### config.mk
export PLATFORM = sky130hd
export DESIGN_NAME = cart_loader_top
export DESIGN_NICKNAME = d
export VERILOG_FILES = /design/src/verilog/cart_pkg.sv /design/src/verilog/cart_loader_top.sv /design/src/verilog/mem_arbiter.sv /design/src/verilog/cart_mapper.sv /design/src/verilog/cart_info_scan.sv /design/src/verilog/download_writer.sv
export VERILOG_INCLUDE_DIRS = /design/src /design/src/include
export SDC_FILE = /design/constraint.sdc
export NUM_CORES = 1
export LEC_CHECK = 0
export ABC_AREA = 1
export BUFFER_PORTS_ARGS = -buffer_cell sky130_fd_sc_hd__buf_2
export CAP_MARGIN = 20
export CORE_UTILIZATION = 53
export DETAILED_ROUTE_END_ITERATION = 12
export PLACE_DENSITY_LB_ADDON = 0.05
export SYNTH_ARGS = -nofsm -noshare
export SYNTH_HDL_FRONTEND = slang
export SYNTH_HIERARCHICAL = 1
export SYNTH_SLANG_ARGS = --single-unit
### constraint.sdc
create_clock -name clk_sys -period 2.8 [get_ports clk_sys]
set_input_delay 0.56 -clock clk_sys [delete_from_list [all_inputs] [get_ports clk_sys]]
set_output_delay 0.56 -clock clk_sys [all_outputs]
set_load 0.02 [all_outputs]
### src/include/cart_defs.svh
// Cartridge loader constants for bus widths, memory area prefixes and header offsets
`ifndef CART_DEFS_SVH
`define CART_DEFS_SVH

//////////////////////////////////////////////////
// Bus widths
`define CART_WORD_W   16  // Memory and CPU data word
`define CART_MEM_AW   24  // External memory word address
`define CART_CPU_AW   23  // CPU address bits 23:1
`define CART_DL_AW    25  // Loader byte address
`define CART_MASK_W   11  // Byte address bits 23:13
`define CART_BANK_W   5
`define CART_BANKS    8

//////////////////////////////////////////////////
// Upper prefixes of each area in external memory
`define CART_ROM_BASE     2'b00   // Cart ROM from byte 000000
`define CART_WRAM_BASE    9'h080  // Work RAM at byte 800000
`define CART_CRAM_BASE    5'h0E   // Cart RAM at byte E00000
`define CART_BIOS_BASE    8'h78   // BIOS at byte F00000
`define CART_BIOSDL_BASE  6'h1E   // BIOS area as seen by the loader

// Cartridge header
`define CART_HDR_REGION_OFS  25'h1F0
`define CART_REGION_CHAR_J   8'h4A  // ASCII J
`define CART_REGION_CHAR_U   8'h55  // ASCII U

// Mask bits for images above 4 MB enable paging
`define CART_MASK_BIG_HI  10
`define CART_MASK_BIG_LO  9

`endif
### src/verilog/cart_pkg.sv
// Shared vector types and state encodings for the cartridge loading core
`default_nettype none

`include "cart_defs.svh"

package cart_pkg;

	//////////////////////////////////////////////////
	// Vectors with a meaning
	typedef logic [`CART_WORD_W-1:0] word_t;       // Data word
	typedef logic [`CART_MEM_AW-1:0] mem_addr_t;   // External word address
	typedef logic [`CART_CPU_AW-1:0] cpu_addr_t;   // CPU bits 23:1
	typedef logic [`CART_DL_AW-1:0]  dl_addr_t;    // Loader byte address
	typedef logic [`CART_MASK_W-1:0] rom_mask_t;   // ROM size, bits 23:13
	typedef logic [`CART_BANK_W-1:0] bank_t;       // 512 KB page number

	//////////////////////////////////////////////////
	// State machines and reported values

	// Header region letter
	typedef enum logic [1:0] {
		JP = 2'd0,
		US = 2'd1,
		EU = 2'd2
	} region_t;

	// Owner of the memory port
	typedef enum logic [1:0] {
		IDLE,
		LOADER,
		CPU
	} arb_state_t;

endpackage

`default_nettype wire

### src/verilog/cart_loader_top.sv
// Cartridge loader core joining download writer, header scanner, mapper and arbiter
`default_nettype none

module cart_loader_top (
	input  wire                  clk_sys,
	input  wire                  arst_n,
	// Loader stream
	input  wire                  dl_active,
	input  wire                  dl_cart,
	input  wire                  dl_wr,
	input  wire cart_pkg::dl_addr_t dl_addr,
	input  wire cart_pkg::word_t dl_data,
	output logic                 dl_wait,
	// CPU side
	input  wire                  wram_ce_n,
	input  wire                  cram_ce_n,
	input  wire                  crom_ce_n,
	input  wire                  bios_ce_n,
	input  wire                  page_ce_n,
	input  wire                  oe_n,
	input  wire                  wrl_n,
	input  wire                  wrh_n,
	input  wire cart_pkg::cpu_addr_t cpu_addr,
	input  wire cart_pkg::word_t cpu_wdata,
	output logic                 cpu_rdy,
	output cart_pkg::word_t      cpu_rdata,
	// Header info
	output cart_pkg::region_t    region,
	output logic                 region_valid,
	// External memory
	output logic                 mem_req,
	output cart_pkg::mem_addr_t  mem_addr,
	output cart_pkg::word_t      mem_wdata,
	output logic                 mem_wrl,
	output logic                 mem_wrh,
	input  wire                  mem_busy,
	input  wire cart_pkg::word_t mem_rdata
);

	logic                ld_req;
	cart_pkg::mem_addr_t ld_addr;
	cart_pkg::word_t     ld_data;
	logic                ld_done;
	cart_pkg::rom_mask_t rom_mask;
	cart_pkg::mem_addr_t cpu_mem_addr;
	logic                cpu_access;
	logic                cpu_we;

	download_writer writer_i (
		.clk_sys (clk_sys), .arst_n (arst_n),
		.dl_cart (dl_cart), .dl_wr (dl_wr), .dl_addr (dl_addr), .dl_data (dl_data),
		.dl_wait (dl_wait),
		.ld_req (ld_req), .ld_addr (ld_addr), .ld_data (ld_data), .ld_done (ld_done)
	);

	cart_info_scan scan_i (
		.clk_sys (clk_sys), .arst_n (arst_n),
		.dl_active (dl_active), .dl_cart (dl_cart), .dl_wr (dl_wr),
		.dl_addr (dl_addr), .dl_data (dl_data),
		.region (region), .region_valid (region_valid), .rom_mask (rom_mask)
	);

	cart_mapper mapper_i (
		.clk_sys (clk_sys), .arst_n (arst_n), .dl_active (dl_active), .rom_mask (rom_mask),
		.wram_ce_n (wram_ce_n), .cram_ce_n (cram_ce_n), .crom_ce_n (crom_ce_n),
		.bios_ce_n (bios_ce_n), .page_ce_n (page_ce_n),
		.oe_n (oe_n), .wrl_n (wrl_n), .wrh_n (wrh_n),
		.cpu_addr (cpu_addr), .cpu_wdata (cpu_wdata),
		.cpu_mem_addr (cpu_mem_addr), .cpu_access (cpu_access), .cpu_we (cpu_we)
	);

	mem_arbiter arbiter_i (
		.clk_sys (clk_sys), .arst_n (arst_n),
		.ld_req (ld_req), .ld_addr (ld_addr), .ld_data (ld_data), .ld_done (ld_done),
		.cpu_access (cpu_access), .cpu_mem_addr (cpu_mem_addr), .cpu_we (cpu_we),
		.wrl_n (wrl_n), .wrh_n (wrh_n), .cpu_wdata (cpu_wdata),
		.cpu_rdy (cpu_rdy), .cpu_rdata (cpu_rdata),
		.mem_req (mem_req), .mem_addr (mem_addr), .mem_wdata (mem_wdata),
		.mem_wrl (mem_wrl), .mem_wrh (mem_wrh),
		.mem_busy (mem_busy), .mem_rdata (mem_rdata)
	);

endmodule

`default_nettype wire

### src/verilog/mem_arbiter.sv
// Memory arbiter sharing the external port between loader and CPU with loader priority
`default_nettype none

module mem_arbiter (
	input  wire                      clk_sys,
	input  wire                      arst_n,
	// Loader
	input  wire                      ld_req,
	input  wire cart_pkg::mem_addr_t ld_addr,
	input  wire cart_pkg::word_t     ld_data,
	output logic                     ld_done,
	// CPU
	input  wire                      cpu_access,
	input  wire cart_pkg::mem_addr_t cpu_mem_addr,
	input  wire                      cpu_we,
	input  wire                      wrl_n,
	input  wire                      wrh_n,
	input  wire cart_pkg::word_t     cpu_wdata,
	output logic                     cpu_rdy,
	output cart_pkg::word_t          cpu_rdata,
	// External memory
	output logic                     mem_req,
	output cart_pkg::mem_addr_t      mem_addr,
	output cart_pkg::word_t          mem_wdata,
	output logic                     mem_wrl,
	output logic                     mem_wrh,
	input  wire                      mem_busy,
	input  wire cart_pkg::word_t     mem_rdata
);

	cart_pkg::arb_state_t state;
	logic                 busy_d;
	logic                 mem_done;   // Busy just fell
	logic                 grant_ld;
	logic                 grant_cpu;

	assign mem_done  = busy_d & ~mem_busy;
	assign grant_ld  = (state == cart_pkg::IDLE) & ~mem_busy & ld_req;
	// Finished CPU access is not repeated while the strobe stays up
	assign grant_cpu = (state == cart_pkg::IDLE) & ~mem_busy & ~ld_req & cpu_access & ~cpu_rdy;
	assign ld_done   = (state == cart_pkg::LOADER) & mem_done;

	//////////////////////////////////////////////////
	// FSM

	always_ff @(posedge clk_sys or negedge arst_n) begin
		if (!arst_n) begin
			state   <= cart_pkg::IDLE;
			busy_d  <= 1'b0;
			mem_req <= 1'b0;
			cpu_rdy <= 1'b0;
		end else begin
			busy_d  <= mem_busy;
			mem_req <= grant_ld | grant_cpu;  // One-cycle strobe
			case (state)
				cart_pkg::IDLE: begin
					if (grant_ld) begin
						state <= cart_pkg::LOADER;
					end else if (grant_cpu) begin
						state <= cart_pkg::CPU;
					end
				end
				cart_pkg::LOADER: begin
					if (mem_done) begin
						state <= cart_pkg::IDLE;
					end
				end
				cart_pkg::CPU: begin
					if (mem_done) begin
						state   <= cart_pkg::IDLE;
						cpu_rdy <= 1'b1;
					end
				end
				default: state <= cart_pkg::IDLE;
			endcase
			if (!cpu_access) begin
				cpu_rdy <= 1'b0;
			end
		end
	end

	//////////////////////////////////////////////////
	// Request payload and read latch

	always_ff @(posedge clk_sys) begin
		if (grant_ld) begin
			mem_addr  <= ld_addr;
			mem_wdata <= ld_data;
			mem_wrl   <= 1'b1;  // Loader writes whole words
			mem_wrh   <= 1'b1;
		end else if (grant_cpu) begin
			mem_addr  <= cpu_mem_addr;
			mem_wdata <= cpu_wdata;
			mem_wrl   <= cpu_we & ~wrl_n;
			mem_wrh   <= cpu_we & ~wrh_n;
		end
		if ((state == cart_pkg::CPU) && mem_done) begin
			cpu_rdata <= mem_rdata;
		end
	end

	// Memory accepts no new command until busy has fallen
	a_req_not_busy : assert property (
		@(posedge clk_sys) disable iff (!arst_n)
		mem_req |-> !mem_busy
	) else $error("mem_req while mem_busy high");

endmodule

`default_nettype wire

### src/verilog/cart_mapper.sv
// Cartridge mapper with large-ROM bank registers and CPU select to memory address translation
`default_nettype none

`include "cart_defs.svh"

module cart_mapper (
	input  wire                      clk_sys,
	input  wire                      arst_n,
	input  wire                      dl_active,
	input  wire cart_pkg::rom_mask_t rom_mask,
	input  wire                      wram_ce_n,
	input  wire                      cram_ce_n,
	input  wire                      crom_ce_n,
	input  wire                      bios_ce_n,
	input  wire                      page_ce_n,
	input  wire                      oe_n,
	input  wire                      wrl_n,
	input  wire                      wrh_n,
	input  wire cart_pkg::cpu_addr_t cpu_addr,   // CPU bits 23:1
	input  wire cart_pkg::word_t     cpu_wdata,
	output cart_pkg::mem_addr_t      cpu_mem_addr,
	output logic                     cpu_access,
	output logic                     cpu_we
);

	cart_pkg::bank_t     bank_reg [`CART_BANKS];
	logic                page_ce_d;
	logic                page_wr;
	logic                big_rom;
	logic [3:0]          mem_sel;   // wram, cram, crom, bios
	logic                wr_strobe;
	cart_pkg::cpu_addr_t rom_va;

	assign mem_sel   = {~wram_ce_n, ~cram_ce_n, ~crom_ce_n, ~bios_ce_n};
	assign wr_strobe = ~wrl_n | ~wrh_n;
	assign big_rom   = |rom_mask[`CART_MASK_BIG_HI:`CART_MASK_BIG_LO];  // Above 4 MB
	assign page_wr   = page_ce_d & ~page_ce_n & wr_strobe & big_rom & (cpu_addr[2:0] != 3'd0);

	//////////////////////////////////////////////////
	// Bank registers

	// Register 0 is fixed, the page port writes 1 to 7
	always_ff @(posedge clk_sys or negedge arst_n) begin
		if (!arst_n) begin
			page_ce_d <= 1'b1;
			for (int i = 0; i < `CART_BANKS; i++) begin
				bank_reg[i] <= cart_pkg::bank_t'(i);
			end
		end else begin
			page_ce_d <= page_ce_n;
			if (dl_active) begin
				for (int i = 0; i < `CART_BANKS; i++) begin
					bank_reg[i] <= cart_pkg::bank_t'(i);  // Identity map
				end
			end else if (page_wr) begin
				bank_reg[cpu_addr[2:0]] <= cpu_wdata[`CART_BANK_W-1:0];
			end
		end
	end

	//////////////////////////////////////////////////
	// Address translation

	// Page chosen by CPU bits 21:19, wrapped to the image size
	assign rom_va = {bank_reg[cpu_addr[20:18]], cpu_addr[17:0]}
		& {rom_mask, {(`CART_CPU_AW - `CART_MASK_W){1'b1}}};

	always_comb begin
		if (!wram_ce_n) begin
			cpu_mem_addr = {`CART_WRAM_BASE, cpu_addr[14:0]};  // 64 KB
		end else if (!cram_ce_n) begin
			cpu_mem_addr = {`CART_CRAM_BASE, cpu_addr[18:0]};
		end else if (!crom_ce_n) begin
			cpu_mem_addr = {`CART_ROM_BASE, rom_va[21:0]};
		end else begin
			cpu_mem_addr = {`CART_BIOS_BASE, cpu_addr[15:0]};  // 128 KB
		end
	end

	assign cpu_access = $onehot(mem_sel) & (~oe_n | wr_strobe);
	assign cpu_we     = (~wram_ce_n | ~cram_ce_n) & wr_strobe;  // ROM areas stay read-only

	// Address decode outside must keep the areas apart
	a_one_select : assert property (
		@(posedge clk_sys) disable iff (!arst_n)
		$onehot0(mem_sel)
	) else $error("more than one memory select low");

endmodule

`default_nettype wire

### src/verilog/cart_info_scan.sv
// Header scanner reporting the cartridge region letter and the ROM size mask
`default_nettype none

`include "cart_defs.svh"

module cart_info_scan (
	input  wire                     clk_sys,
	input  wire                     arst_n,
	input  wire                     dl_active,
	input  wire                     dl_cart,
	input  wire                     dl_wr,
	input  wire cart_pkg::dl_addr_t dl_addr,
	input  wire cart_pkg::word_t    dl_data,
	output cart_pkg::region_t       region,
	output logic                    region_valid,
	output cart_pkg::rom_mask_t     rom_mask
);

	logic dl_active_d;
	logic dl_start;   // First cycle of a download
	logic hdr_wr;     // Write carrying the region letter
	logic cart_wr;

	assign dl_start = dl_active & ~dl_active_d;
	assign hdr_wr   = dl_active & dl_wr & (dl_addr == `CART_HDR_REGION_OFS);
	assign cart_wr  = dl_active & dl_cart & dl_wr;

	//////////////////////////////////////////////////
	// Region letter

	always_ff @(posedge clk_sys or negedge arst_n) begin
		if (!arst_n) begin
			dl_active_d  <= 1'b0;
			region_valid <= 1'b0;
			region       <= cart_pkg::JP;
		end else begin
			dl_active_d <= dl_active;
			if (dl_start) begin
				region_valid <= 1'b0;
			end
			if (hdr_wr) begin
				region_valid <= 1'b1;
				case (dl_data[7:0])  // Letter sits in the low byte
					`CART_REGION_CHAR_J: region <= cart_pkg::JP;
					`CART_REGION_CHAR_U: region <= cart_pkg::US;
					default:             region <= cart_pkg::EU;
				endcase
			end
		end
	end

	//////////////////////////////////////////////////
	// Size mask from highest address seen

	always_ff @(posedge clk_sys or negedge arst_n) begin
		if (!arst_n) begin
			rom_mask <= '0;
		end else if (cart_wr) begin
			if (dl_addr == '0) begin
				rom_mask <= '0;  // New image starts over
			end else begin
				rom_mask <= rom_mask | dl_addr[23:13];
			end
		end
	end

endmodule

`default_nettype wire

### src/verilog/download_writer.sv
// Download writer turning loader words into byte-swapped memory writes with wait handshake
`default_nettype none

`include "cart_defs.svh"

module download_writer (
	input  wire                     clk_sys,
	input  wire                     arst_n,
	input  wire                     dl_cart,   // 1 cart ROM, 0 BIOS
	input  wire                     dl_wr,
	input  wire cart_pkg::dl_addr_t dl_addr,
	input  wire cart_pkg::word_t    dl_data,
	output logic                    dl_wait,
	output logic                    ld_req,
	output cart_pkg::mem_addr_t     ld_addr,
	output cart_pkg::word_t         ld_data,
	input  wire                     ld_done
);

	logic                pending;  // Write posted and not yet finished
	cart_pkg::mem_addr_t wr_addr;

	//////////////////////////////////////////////////
	// Target area

	always_comb begin
		if (dl_cart) begin
			wr_addr = {`CART_ROM_BASE, dl_addr[22:1]};      // Up to 8 MB image
		end else begin
			wr_addr = {`CART_BIOSDL_BASE, dl_addr[18:1]};
		end
	end

	//////////////////////////////////////////////////
	// Handshake

	// Loader only strobes while dl_wait is low, so set and clear never meet
	always_ff @(posedge clk_sys or negedge arst_n) begin
		if (!arst_n) begin
			pending <= 1'b0;
		end else if (dl_wr) begin
			pending <= 1'b1;
		end else if (ld_done) begin
			pending <= 1'b0;
		end
	end

	assign dl_wait = pending;
	assign ld_req  = pending;  // Held until the arbiter finishes

	// Word payload, stable while the request is up
	always_ff @(posedge clk_sys) begin
		if (dl_wr) begin
			ld_addr <= wr_addr;
			ld_data <= {dl_data[7:0], dl_data[15:8]};  // Loader word is byte-reversed
		end
	end

	// A second write inside an open one would be lost
	a_no_wr_in_wait : assert property (
		@(posedge clk_sys) disable iff (!arst_n)
		dl_wr |-> !dl_wait
	) else $error("dl_wr while dl_wait high");

endmodule

`default_nettype wire

==> impl_metrics.prom, run 1 <==
# TYPE chip_impl_metric gauge
chip_impl_metric{name="max-slew-margin-rel",unit="%"} 52.7
chip_impl_info{name="worstSetupEndpointType",value="register"} 1
chip_impl_info{name="timing.critical_path.slowest_stage_cell",value="sky130_fd_sc_hd__fa_1"} 1
chip_impl_metric{name="number_of_endpoints_with_negative_hold_slack_in_the_final_report",unit=""} 0
chip_impl_metric{name="power-per-cell-area",unit="mW/mm^2"} 741
chip_impl_metric{name="critPathArrivalTime",unit="ns"} 2.79
chip_impl_metric{name="cts_buffers",unit=""} 17
chip_impl_metric{name="yosysSeqAreaShare",unit="%"} 63.5
chip_impl_metric{name="drt_first_iter_violations",unit=""} 395
chip_impl_metric{name="syn_to_final_growth",unit="%"} 23.8
chip_impl_metric{name="globalplace.congestion",unit=""} 0.835
chip_impl_metric{name="finalCoreUtilization",unit="%"} 68.3
chip_impl_metric{name="grt_pass1_vias",unit=""} 4758
chip_impl_metric{name="setup-tns-final",unit="ns"} 0
chip_impl_metric{name="clock.fmax",unit="MHz"} 376
chip_impl_metric{name="synth_edf_count",unit=""} 95
chip_impl_info{name="crit_path_cell_trace",value="buf_2 > inv_1 > fa_1 > ha_1 > ha_1 > nor2_1 > nand2_1 > a31oi_4 > inv_1 > nor2_1 > nand3_2 > nand2_8 > buf_12"} 1
chip_impl_info{name="worst_hold_check_path_type",value="in2async"} 1
chip_impl_metric{name="global_route_wire_length_before_repair",unit="um"} 23900
chip_impl_metric{name="die_height",unit="um"} 115
chip_impl_metric{name="grt_antenna_before_repair",unit=""} 0
chip_impl_metric{name="yosysUniqueCellTypes",unit=""} 33
chip_impl_info{name="grt_setup_unrepaired",value="no"} 1
chip_impl_metric{name="cts_num_sinks",unit=""} 151
chip_impl_metric{name="globalRouteOverflowTotal",unit=""} 0
chip_impl_metric{name="stdcell_area",unit="sq mm"} 0.00830
chip_impl_metric{name="chipWidth",unit="um"} 115
chip_impl_metric{name="clock_latency",unit="ns"} 0.42
chip_impl_metric{name="clock_tree.buffer_depth",unit=""} 2
chip_impl_metric{name="synth_fp_nets",unit=""} 804
chip_impl_metric{name="ant_nets",unit=""} 0
chip_impl_metric{name="post_route_cells_drive_above_1_share",unit="%"} 30.0
chip_impl_info{name="status",value="finished clean"} 1
chip_impl_metric{name="yosys_warnings",unit=""} 6
chip_impl_metric{name="synth.cell_area",unit="sq mm"} 0.00671
chip_impl_metric{name="max_cap_viol_count",unit=""} 0
chip_impl_metric{name="floorplan.initialDensity",unit="%"} 55.2
chip_impl_metric{name="clk_pin_slew",unit="ns"} 0.06
chip_impl_metric{name="largest_reg_flops",unit=""} 32
chip_impl_metric{name="syn-mean-instance-area",unit="sq um"} 9.75
chip_impl_metric{name="ios",unit=""} 174
chip_impl_metric{name="fin_total_pwr",unit="uW"} 6150
chip_impl_metric{name="dpl_cell_area",unit="sq mm"} 0.00770
chip_impl_metric{name="seqCellArea",unit="sq mm"} 0.00426
chip_impl_metric{name="antenna_cells",unit=""} 0
chip_impl_metric{name="asyncSetResetFlopFracSynth",unit="%"} 35.8
chip_impl_metric{name="tightest_slew",unit="ns"} 0.709
chip_impl_metric{name="largest_net_degree_at_the_start_of_global_routing",unit=""} 55
chip_impl_metric{name="multi_input_area",unit="sq mm"} 0.00194
chip_impl_metric{name="final.min_clock_period",unit="ns"} 2.66
chip_impl_metric{name="nets",unit=""} 978
chip_impl_info{name="yosys_most_used_dff",value="sky130_fd_sc_hd__edfxtp_1"} 1
chip_impl_info{name="crit_path_start_kind",value="input port"} 1
chip_impl_metric{name="route.detailed.vias_per_inst",unit=""} 4.89
chip_impl_metric{name="netlist_instances",unit=""} 688
chip_impl_metric{name="worstPathMaxFanout",unit=""} 15
chip_impl_metric{name="totalWireLength",unit="um"} 15400
chip_impl_info{name="setup.worst_path.class",value="in2reg"} 1
chip_impl_metric{name="dpl.hpwl",unit="um"} 11000
chip_impl_metric{name="finalMaxSlewViolations",unit=""} 0
chip_impl_metric{name="leakage_power_summed_over_all_cells",unit="uW"} 0.00398
chip_impl_metric{name="clock_tree.htree_level_count",unit=""} 4
chip_impl_metric{name="drt-pass1-iter-count",unit=""} 6
chip_impl_metric{name="worst_voltage_drop_across_the_vdd_grid",unit="V"} 0.000378
chip_impl_metric{name="finalSetupViolations",unit=""} 0
chip_impl_info{name="tritoncts_clock_tree",value="yes"} 1
chip_impl_metric{name="avgRoutedWirePerCell",unit="um"} 14.7
chip_impl_metric{name="die_area",unit="sq mm"} 0.0131
chip_impl_info{name="cts-root-buf",value="sky130_fd_sc_hd__clkbuf_16"} 1
chip_impl_metric{name="grtUsageTotal",unit="%"} 24.6
chip_impl_metric{name="post_synthesis_register_bit_count",unit=""} 151
chip_impl_metric{name="row_count",unit=""} 40
chip_impl_metric{name="drcViolationCount",unit=""} 0
chip_impl_metric{name="worst_path_largest_cell_delay",unit="ns"} 0.48
chip_impl_metric{name="placement.io_buffers",unit=""} 171
chip_impl_metric{name="holdBufCountCts",unit=""} 0
chip_impl_metric{name="worst_ep_required_time",unit="ns"} 2.93
chip_impl_metric{name="post-route-period-util",unit="%"} 94.9
chip_impl_metric{name="layout.filler_cells",unit=""} 975
chip_impl_metric{name="core-area",unit="sq mm"} 0.0122
chip_impl_metric{name="skew",unit="ns"} 0.00594
chip_impl_metric{name="holdWs",unit="ns"} 0.267
chip_impl_metric{name="routed-via-count",unit=""} 5092
worst paths after layout:
path                       depth (start not counted)               start  slack, ns                      to
hold reg to reg                                    2    scan_i/region[0]       0.47        scan_i/region[0]
setup reg to reg                                   8  arbiter_i/state[1]       0.84   arbiter_i/mem_addr[7]
hold / removal                                     2              arst_n       0.27    mapper_i/bank_reg[8]
setup / recovery                                  13           wram_ce_n       0.14  arbiter_i/mem_addr[19]
min in group clk_sys                               1           page_ce_n       0.27      mapper_i/page_ce_d
max in group asynchronous                          2              arst_n       2.05       arbiter_i/cpu_rdy
critical path: cells and delay by family:
family                   cells  cell delay [ns]
AND/OR/NAND/NOR              5             0.69
buffers and inverters        4             0.37
adder cells (fa/ha/maj)      3             0.95
AO/OA/AOI/OAI                1             0.20
metrics by stage:
step / worst slack (ns) / cells
6_report: 0.142 / 1042
5_1_grt: 0.0180 / 1042
4_1_cts: 0.0449 / 1042
3_5_place_dp: -0.390 / 1011
3_3_place_gp: -0.254 / 1011
2_1_floorplan: 0.00154 / 688
cells in the final DEF (no fill, tap or decap), types with 5 or more instances in the layout:
master                      instances
sky130_fd_sc_hd__a21oi_1           20
sky130_fd_sc_hd__inv_1             77
sky130_fd_sc_hd__buf_2            171
sky130_fd_sc_hd__nand2_1          226
sky130_fd_sc_hd__clkbuf_16         17
sky130_fd_sc_hd__buf_4             14
sky130_fd_sc_hd__nor2_2            15
sky130_fd_sc_hd__clkinv_2           5
sky130_fd_sc_hd__nor2_1            60
sky130_fd_sc_hd__o21ai_0           14
sky130_fd_sc_hd__edfxtp_1          95
sky130_fd_sc_hd__dfrtp_1           41
sky130_fd_sc_hd__ha_1               5
sky130_fd_sc_hd__nand3_1           56
sky130_fd_sc_hd__dfstp_2           13
cell families after synthesis:
group	synth area share [%]
buffers and inverters	8.09
other	0.112
flip-flops	63.5
adder cells (fa/ha/maj)	1.23
AND/OR/NAND/NOR	23.5
AO/OA/AOI/OAI	3.54
synth_stat cells, types with 2 or more instances:
library cell | n | area share, %
sky130_fd_sc_hd__dfstp_2 | 13 | 5.1
sky130_fd_sc_hd__buf_2 | 8 | 0.60
sky130_fd_sc_hd__edfxtp_1 | 95 | 43
sky130_fd_sc_hd__ha_1 | 5 | 0.93
sky130_fd_sc_hd__nor2_1 | 60 | 3.4
sky130_fd_sc_hd__dfrtp_1 | 41 | 15
sky130_fd_sc_hd__nor2_4 | 4 | 0.67
sky130_fd_sc_hd__a21oi_1 | 20 | 1.5
sky130_fd_sc_hd__nand3_1 | 57 | 4.3
sky130_fd_sc_hd__nor2_2 | 15 | 1.4
sky130_fd_sc_hd__o21a_1 | 4 | 0.45
sky130_fd_sc_hd__conb_1 | 2 | 0.11
sky130_fd_sc_hd__nand2_2 | 2 | 0.19
sky130_fd_sc_hd__o22ai_1 | 3 | 0.28
sky130_fd_sc_hd__buf_6 | 4 | 0.67
sky130_fd_sc_hd__nand2_1 | 227 | 13
sky130_fd_sc_hd__clkbuf_1 | 3 | 0.17
sky130_fd_sc_hd__nand4_1 | 3 | 0.28
sky130_fd_sc_hd__buf_4 | 16 | 1.8
sky130_fd_sc_hd__inv_1 | 77 | 4.3
sky130_fd_sc_hd__inv_2 | 3 | 0.17
sky130_fd_sc_hd__dfxtp_1 | 2 | 0.60
sky130_fd_sc_hd__o21ai_0 | 14 | 1.0
what timing repair did:
item | 4_1_cts | 5_1_grt
resized for setup | 0 | 2
buffers inserted | 0 | 0
setup endpoints to repair | 0 | 44
power by group:
group | switching, uW | internal, uW
combinational | 776 | 365
clock | 866 | 1390
sequential | 65.4 | 2690
per-layer routing:
metal	track usage [%]	part of all wire (%)	vias up
li1	-	-	2539
met1	32.4	44	2364
met2	40.3	49	170
met3	5.88	6.2	19
met4	7.97	1.3	0
met5	0	0	-
cell type report:
type / instances / share of cell area (%)
multi-input combinational: 424 / 23.4
clock buffer: 17 / 5.12
inverter: 81 / 3.69
sequential: 151 / 51.3
tap: 168 / 2.53
clock inverter: 14 / 1.91
timing repair buffer: 187 / 12.1
(Power assumes the default switching activity.)
==> run 2, diff against run 1 <==
BUFFER_PORTS_ARGS = -buffer_cell sky130_fd_sc_hd__clkbuf_2   (was -buffer_cell sky130_fd_sc_hd__buf_2)
CORE_MARGIN = 4   (was default)
MAX_ROUTING_LAYER = met4   (was default)
==> run 2 against run 1 <==
Effect of this change: global-route usage is 0.97 points lower; die area rose by 11%; fmax shrank 1.8%; non-clock buffer count is the same; final area up 0.87%; sequential cell count unchanged; clock power is 13% higher; power up 4.7%; first-iteration DRC count rose by 5.8%; routed wire length rose by 5.7%; worst hold slack worse by 0.13 ns; largest cell class unchanged.
==> impl_metrics.prom, run 2 (synthesis gave the netlist of run 1 again) <==
# TYPE chip_impl_metric gauge
chip_impl_metric{name="dpl_cell_area",unit="sq mm"} 0.00772
chip_impl_metric{name="largest_reg_flops",unit=""} 32
chip_impl_info{name="grt_setup_unrepaired",value="no"} 1
chip_impl_metric{name="r2r_slack",unit="ns"} 0.76
chip_impl_info{name="cts-root-buf",value="sky130_fd_sc_hd__clkbuf_16"} 1
chip_impl_metric{name="antenna_cells",unit=""} 0
chip_impl_metric{name="layout.filler_cells",unit=""} 1030
chip_impl_metric{name="row_count",unit=""} 40
chip_impl_metric{name="floorplan.initialDensity",unit="%"} 54.9
chip_impl_metric{name="route.detailed.vias_per_inst",unit=""} 5.02
chip_impl_metric{name="globalplace.congestion",unit=""} 0.836
chip_impl_metric{name="reg2regPathDepth",unit=""} 8
chip_impl_metric{name="post_cts.repair.setup_buffers",unit=""} 0
chip_impl_metric{name="max_cap_viol_count",unit=""} 0
chip_impl_metric{name="finalSetupViolations",unit=""} 0
chip_impl_info{name="timing.rr.start",value="arbiter_i/state[0]"} 1
chip_impl_metric{name="post-route-period-util",unit="%"} 96.7
chip_impl_metric{name="drcViolationCount",unit=""} 0
chip_impl_info{name="setup.worst_path.class",value="in2reg"} 1
chip_impl_info{name="r2r-end",value="arbiter_i/mem_wdata[4]"} 1
chip_impl_metric{name="grt_pass1_vias",unit=""} 5266
chip_impl_metric{name="worst_ep_required_time",unit="ns"} 2.93
chip_impl_metric{name="multi_input_area",unit="sq mm"} 0.00193
chip_impl_metric{name="seqCellArea",unit="sq mm"} 0.00426
chip_impl_metric{name="post_route_cells_drive_above_1_share",unit="%"} 29.8
chip_impl_metric{name="globalRouteOverflowTotal",unit=""} 0
chip_impl_metric{name="worstPathMaxFanout",unit=""} 17
chip_impl_metric{name="clock_latency",unit="ns"} 0.42
chip_impl_metric{name="largest_net_degree_at_the_start_of_global_routing",unit=""} 44
chip_impl_metric{name="avgRoutedWirePerCell",unit="um"} 15.6
chip_impl_metric{name="max-slew-margin-rel",unit="%"} 55.3
chip_impl_metric{name="die_height",unit="um"} 121
chip_impl_info{name="critical_path_destination",value="arbiter_i/mem_wdata[9]"} 1
chip_impl_info{name="crit_path_start",value="wram_ce_n"} 1
chip_impl_metric{name="syn_to_final_growth",unit="%"} 24.9
chip_impl_metric{name="timing.final.ws_setup",unit="ns"} 0.0927
chip_impl_metric{name="final.min_clock_period",unit="ns"} 2.71
chip_impl_metric{name="clock.fmax",unit="MHz"} 369
chip_impl_metric{name="cts-resized-gates",unit=""} 0
chip_impl_info{name="worst_hold_check_path_type",value="in2async"} 1
chip_impl_info{name="status",value="finished clean"} 1
chip_impl_metric{name="clock_tree.htree_level_count",unit=""} 4
chip_impl_metric{name="cts_num_sinks",unit=""} 151
chip_impl_metric{name="nets",unit=""} 978
chip_impl_metric{name="finalMaxSlewViolations",unit=""} 0
chip_impl_metric{name="number_of_endpoints_with_negative_hold_slack_in_the_final_report",unit=""} 0
chip_impl_metric{name="holdBufCountCts",unit=""} 0
chip_impl_info{name="crit_path_start_kind",value="input port"} 1
chip_impl_metric{name="critPathArrivalTime",unit="ns"} 2.84
chip_impl_info{name="layout_commonest_cell",value="sky130_fd_sc_hd__nand2_1"} 1
chip_impl_metric{name="routed-via-count",unit=""} 5235
chip_impl_metric{name="chipWidth",unit="um"} 121
chip_impl_metric{name="placement.io_buffers",unit=""} 171
chip_impl_metric{name="stdcell_area",unit="sq mm"} 0.00838
chip_impl_metric{name="leakage_power_summed_over_all_cells",unit="uW"} 0.00405
chip_impl_metric{name="fin_total_pwr",unit="uW"} 6440
chip_impl_metric{name="core-area",unit="sq mm"} 0.0122
chip_impl_metric{name="dpl.hpwl",unit="um"} 11900
chip_impl_metric{name="clk_pin_slew",unit="ns"} 0.06
chip_impl_metric{name="ant_nets",unit=""} 0
chip_impl_metric{name="power-per-cell-area",unit="mW/mm^2"} 769
chip_impl_info{name="tritoncts_clock_tree",value="yes"} 1
chip_impl_metric{name="global_route_wire_length_before_repair",unit="um"} 25700
chip_impl_metric{name="worst_voltage_drop_across_the_vdd_grid",unit="V"} 0.000351
chip_impl_metric{name="totalWireLength",unit="um"} 16200
chip_impl_metric{name="ios",unit=""} 174
chip_impl_metric{name="grtUsageTotal",unit="%"} 23.6
chip_impl_metric{name="grt_antenna_before_repair",unit=""} 0
chip_impl_info{name="worstSetupEndpointType",value="register"} 1
chip_impl_metric{name="skew",unit="ns"} 0.00427
chip_impl_metric{name="tightest_slew",unit="ns"} 0.669
chip_impl_metric{name="drt-pass1-iter-count",unit=""} 5
chip_impl_metric{name="clock_tree.buffer_depth",unit=""} 2
chip_impl_info{name="mostFrequentLayoutCells",value="sky130_fd_sc_hd__nand2_1 (226), sky130_fd_sc_hd__clkbuf_2 (171), sky130_fd_sc_hd__edfxtp_1 (95)"} 1
chip_impl_metric{name="cts_buffers",unit=""} 17
chip_impl_metric{name="dpl_worst_slack",unit="ns"} -0.326
chip_impl_metric{name="drt_first_iter_violations",unit=""} 418
chip_impl_metric{name="die_area",unit="sq mm"} 0.0145
[run 2: changes by cell type in the layout (fill, tap and decap cells not counted)]
cell	before	now
sky130_fd_sc_hd__a31oi_1	0	1
sky130_fd_sc_hd__a31oi_4	1	0
sky130_fd_sc_hd__buf_12	2	3
sky130_fd_sc_hd__buf_2	171	0
sky130_fd_sc_hd__buf_4	14	13
sky130_fd_sc_hd__bufinv_16	3	6
sky130_fd_sc_hd__clkbuf_1	0	1
sky130_fd_sc_hd__clkbuf_2	0	171
sky130_fd_sc_hd__clkinv_2	5	3
sky130_fd_sc_hd__inv_6	1	0
[run 2: per-stage QoR]
stage / setup TNS (ns) / hold slack [ns] / cells / utilization, %
final: 0 / 0.141 / 1043 / 68.6
after global routing: 0 / 0.164 / 1043 / 68.6
after CTS: 0 / 0.139 / 1043 / 68.6
after detailed placement: -13.68 / 0.466 / 1011 / 63.2
after global placement: -10.64 / 0.458 / 1011 / 63.2
after floorplan: 0 / 0.264 / 688 / -
[run 2: worst min path at each step]
stage / to / slack (ns) / cells after the start
after floorplan: arbiter_i/busy_d / 0.26 / 0
after global routing: mapper_i/bank_reg[25] / 0.16 / 1
after global placement: arbiter_i/mem_wrl / 0.46 / 2
after detailed placement: scan_i/region[0] / 0.47 / 2
after CTS: mapper_i/bank_reg[25] / 0.14 / 1
final: mapper_i/bank_reg[35] / 0.14 / 1
[run 2: area by class of cell]
class	instances	area share, %
timing repair buffer	187	12.1
inverter	81	3.66
clock buffer	18	5.12
tap	168	2.51
clock inverter	14	2.75
multi-input combinational	424	23.0
sequential	151	50.9
[run 2: worst max-delay path, stage by stage]
cell and delay (ns):
sky130_fd_sc_hd__clkbuf_2 0.09, sky130_fd_sc_hd__inv_1 0.07, sky130_fd_sc_hd__fa_1 0.48, sky130_fd_sc_hd__ha_1 0.19
sky130_fd_sc_hd__ha_1 0.27, sky130_fd_sc_hd__nor2_1 0.10, sky130_fd_sc_hd__nand2_1 0.06, sky130_fd_sc_hd__a31oi_1 0.30
sky130_fd_sc_hd__inv_1 0.07, sky130_fd_sc_hd__nor2_1 0.17, sky130_fd_sc_hd__nand3_2 0.16, sky130_fd_sc_hd__nand2_8 0.14
sky130_fd_sc_hd__buf_12 0.16
[run 2: per-layer routing]
metal | global-route usage, % | vias up | share of wire [%]
met3 | 4.44 | 24 | 7.1
met2 | 38.3 | 214 | 49
met4 | 8.43 | 0 | 1.7
met5 | - | - | 0
met1 | 30.1 | 2465 | 42
li1 | - | 2532 | -
[run 2: power breakdown]
group | switching [uW] | internal [uW]
combinational | 770 | 362
clock | 875 | 1660
sequential | 74.4 | 2690
==> run 3, diff against run 2 <==
CORE_UTILIZATION = 55   (was 53)
CTS_BUF_LIST = sky130_fd_sc_hd__clkbuf_2   (was default)
REMOVE_ABC_BUFFERS = 1   (was default)
==> run 3 against run 2 <==
Effect of this change: clock skew up 0.026 ns; die area down 3.4%; largest power group unchanged; largest cell class unchanged; count of clock-buffer cells in the layout unchanged; critical endpoint is now arbiter_i/mem_wdata[12]; via count up 2.9%; fmax up 17%; first-iteration DRC count down 15%; highest routed layer unchanged; sequential cell count unchanged; combinational power up 4%; register-to-register slack better by 0.06 ns; worst setup slack better by 0.40 ns; non-clock buffer count up 51; worst hold slack worse by 0.038 ns.
==> impl_metrics.prom, run 3 (synthesis gave the netlist of run 1 again) <==
# TYPE chip_impl_metric gauge
chip_impl_metric{name="clock_tree.htree_level_count",unit=""} 4
chip_impl_metric{name="largest_reg_flops",unit=""} 32
chip_impl_metric{name="cts-resized-gates",unit=""} 0
chip_impl_info{name="mostFrequentLayoutCells",value="sky130_fd_sc_hd__nand2_1 (226), sky130_fd_sc_hd__clkbuf_2 (189), sky130_fd_sc_hd__edfxtp_1 (95)"} 1
chip_impl_info{name="worstSetupEndpointType",value="register"} 1
chip_impl_info{name="worst_hold_check_path_type",value="in2reg"} 1
chip_impl_metric{name="number_of_endpoints_with_negative_hold_slack_in_the_final_report",unit=""} 0
chip_impl_metric{name="skew",unit="ns"} 0.0304
chip_impl_metric{name="clock.fmax",unit="MHz"} 433
chip_impl_metric{name="timing.final.ws_setup",unit="ns"} 0.491
chip_impl_metric{name="grt_pass1_vias",unit=""} 5482
chip_impl_metric{name="routed-via-count",unit=""} 5388
chip_impl_metric{name="layout.filler_cells",unit=""} 937
chip_impl_metric{name="chipWidth",unit="um"} 118
chip_impl_info{name="grt_setup_unrepaired",value="no"} 1
chip_impl_metric{name="worst_ep_required_time",unit="ns"} 3.23
chip_impl_metric{name="floorplan.initialDensity",unit="%"} 56.1
chip_impl_metric{name="worstPathMaxFanout",unit=""} 22
chip_impl_metric{name="finalMaxSlewViolations",unit=""} 0
chip_impl_metric{name="die_area",unit="sq mm"} 0.0140
chip_impl_metric{name="nets",unit=""} 1029
chip_impl_metric{name="post_route_cells_drive_above_1_share",unit="%"} 27.9
chip_impl_metric{name="placement.io_buffers",unit=""} 171
chip_impl_metric{name="cts_buffers",unit=""} 17
chip_impl_metric{name="drcViolationCount",unit=""} 0
chip_impl_metric{name="grt_antenna_before_repair",unit=""} 0
chip_impl_metric{name="dpl_worst_slack",unit="ns"} -0.248
chip_impl_metric{name="avgRoutedWirePerCell",unit="um"} 15.5
chip_impl_metric{name="globalRouteOverflowTotal",unit=""} 0
chip_impl_metric{name="post-route-period-util",unit="%"} 82.5
chip_impl_metric{name="clock_tree.buffer_depth",unit=""} 2
chip_impl_metric{name="r2r_slack",unit="ns"} 0.82
chip_impl_info{name="worst_hold_startpoint",value="cpu_wdata[13]"} 1
chip_impl_metric{name="worst_voltage_drop_across_the_vdd_grid",unit="V"} 0.000349
chip_impl_metric{name="largest_net_degree_at_the_start_of_global_routing",unit=""} 55
chip_impl_metric{name="final.min_clock_period",unit="ns"} 2.31
chip_impl_info{name="tritoncts_clock_tree",value="yes"} 1
chip_impl_metric{name="clock_latency",unit="ns"} 0.72
chip_impl_metric{name="global_route_wire_length_before_repair",unit="um"} 26700
chip_impl_metric{name="die_height",unit="um"} 118
chip_impl_metric{name="row_count",unit=""} 40
chip_impl_metric{name="finalSetupViolations",unit=""} 0
chip_impl_info{name="layout_commonest_cell",value="sky130_fd_sc_hd__nand2_1"} 1
chip_impl_metric{name="drt-pass1-iter-count",unit=""} 5
chip_impl_metric{name="antenna_cells",unit=""} 0
chip_impl_metric{name="critPathArrivalTime",unit="ns"} 2.74
chip_impl_metric{name="cts_num_sinks",unit=""} 151
chip_impl_metric{name="max_cap_viol_count",unit=""} 0
chip_impl_metric{name="grtUsageTotal",unit="%"} 25.0
chip_impl_metric{name="max-slew-margin-rel",unit="%"} 51.8
chip_impl_metric{name="leakage_power_summed_over_all_cells",unit="uW"} 0.00407
chip_impl_info{name="cts-root-buf",value="sky130_fd_sc_hd__clkbuf_2"} 1
chip_impl_metric{name="core-area",unit="sq mm"} 0.0120
chip_impl_metric{name="drt_first_iter_violations",unit=""} 355
chip_impl_metric{name="totalWireLength",unit="um"} 16600
chip_impl_metric{name="globalplace.congestion",unit=""} 0.939
chip_impl_metric{name="dpl.hpwl",unit="um"} 11600
chip_impl_metric{name="syn_to_final_growth",unit="%"} 25.2
chip_impl_metric{name="clk_pin_slew",unit="ns"} 0.21
chip_impl_metric{name="finalCoreUtilization",unit="%"} 70.2
chip_impl_metric{name="power-per-cell-area",unit="mW/mm^2"} 607
chip_impl_info{name="crit_path_start_kind",value="input port"} 1
chip_impl_info{name="status",value="finished clean"} 1
chip_impl_metric{name="ant_nets",unit=""} 0
chip_impl_metric{name="route.detailed.vias_per_inst",unit=""} 5.02
chip_impl_info{name="setup.worst_path.class",value="in2reg"} 1
chip_impl_info{name="timing.rr.start",value="arbiter_i/state[0]"} 1
chip_impl_info{name="crit_path_start",value="wram_ce_n"} 1
chip_impl_metric{name="tightest_slew",unit="ns"} 0.723
chip_impl_metric{name="ios",unit=""} 174
-- run 3: cell count changes in the layout (fill, tap and decap cells not counted), moves of 4 or more --
cell                            previous run  this run
sky130_fd_sc_hd__dlygate4sd3_1             0        53
sky130_fd_sc_hd__clkbuf_2                171       189
sky130_fd_sc_hd__clkbuf_16                17         0
sky130_fd_sc_hd__bufinv_16                 6         2
-- run 3: critical path, cell delays in order --
cell and delay [ns]:
sky130_fd_sc_hd__clkbuf_2 0.10, sky130_fd_sc_hd__inv_1 0.07, sky130_fd_sc_hd__fa_1 0.48, sky130_fd_sc_hd__ha_1 0.20, sky130_fd_sc_hd__ha_1 0.26, sky130_fd_sc_hd__nor2_1 0.10, sky130_fd_sc_hd__nand2_1 0.10, sky130_fd_sc_hd__a31oi_1 0.22
sky130_fd_sc_hd__inv_1 0.07, sky130_fd_sc_hd__nor2_1 0.12, sky130_fd_sc_hd__nand3_1 0.13, sky130_fd_sc_hd__nand2_2 0.14, sky130_fd_sc_hd__buf_12 0.19
-- run 3: cell type report --
type / instances / area, sq um / share of cell area (%)
well taps: 147 / 184 / 2.19
clock inverters: 14 / 135 / 1.61
inverters: 81 / 307 / 3.65
clock buffers: 18 / 90.1 / 1.07
repair buffers: 238 / 1520 / 18.1
multi-input cells: 424 / 1910 / 22.7
flip-flops and latches: 151 / 4260 / 50.7
-- run 3: repair_timing --
item | 4_1_cts | 5_1_grt
buffers inserted | 0 | 0
hold buffers | 52 | 1
hold endpoints to repair | 92 | 1
-- run 3: worst paths after layout --
| kind | endpoint | cells after the start |
|---|---|---|
| worst max register to register | arbiter_i/mem_wdata[12] | 8 |
| max in group asynchronous | scan_i/rom_mask[3] | 3 |
| worst min register to register | mapper_i/bank_reg[7] | 2 |
| min in group asynchronous | mapper_i/bank_reg[3] | 3 |
| worst max-delay path | arbiter_i/mem_wdata[12] | 13 |
| worst min-delay path | arbiter_i/mem_wdata[13] | 3 |
-- run 3: report_power, final --
part	switching [uW]	internal, uW	leakage [uW]	total (uW)
sequential	81.3	2690	0.00157	2770
clock	761	400	0.000131	1160
combinational	776	393	0.00238	1170
-- run 3: through the flow --
stage	area [sq um]	std cells	TNS (ns)	power [uW]	hold WS (ns)
after detailed placement	7640	988	-10.27	3930	0.464
after floorplan	6470	656	-28.15	3430	0.264
after global placement	7640	988	-8.36	3900	0.449
after CTS	8390	1072	0	5150	0.00111
final	8400	1073	0	5100	0.103
after global routing	8400	1073	0	5370	0.0286
-- run 3: layer usage --
metal | vias up | track usage [%] | wire length, um
li1 | 2641 | - | -
met2 | 191 | 42.6 | 8400
met3 | 24 | 5.50 | 1080
met4 | 0 | 8.47 | 286
met1 | 2532 | 29.5 | 6810
met5 | - | - | 0
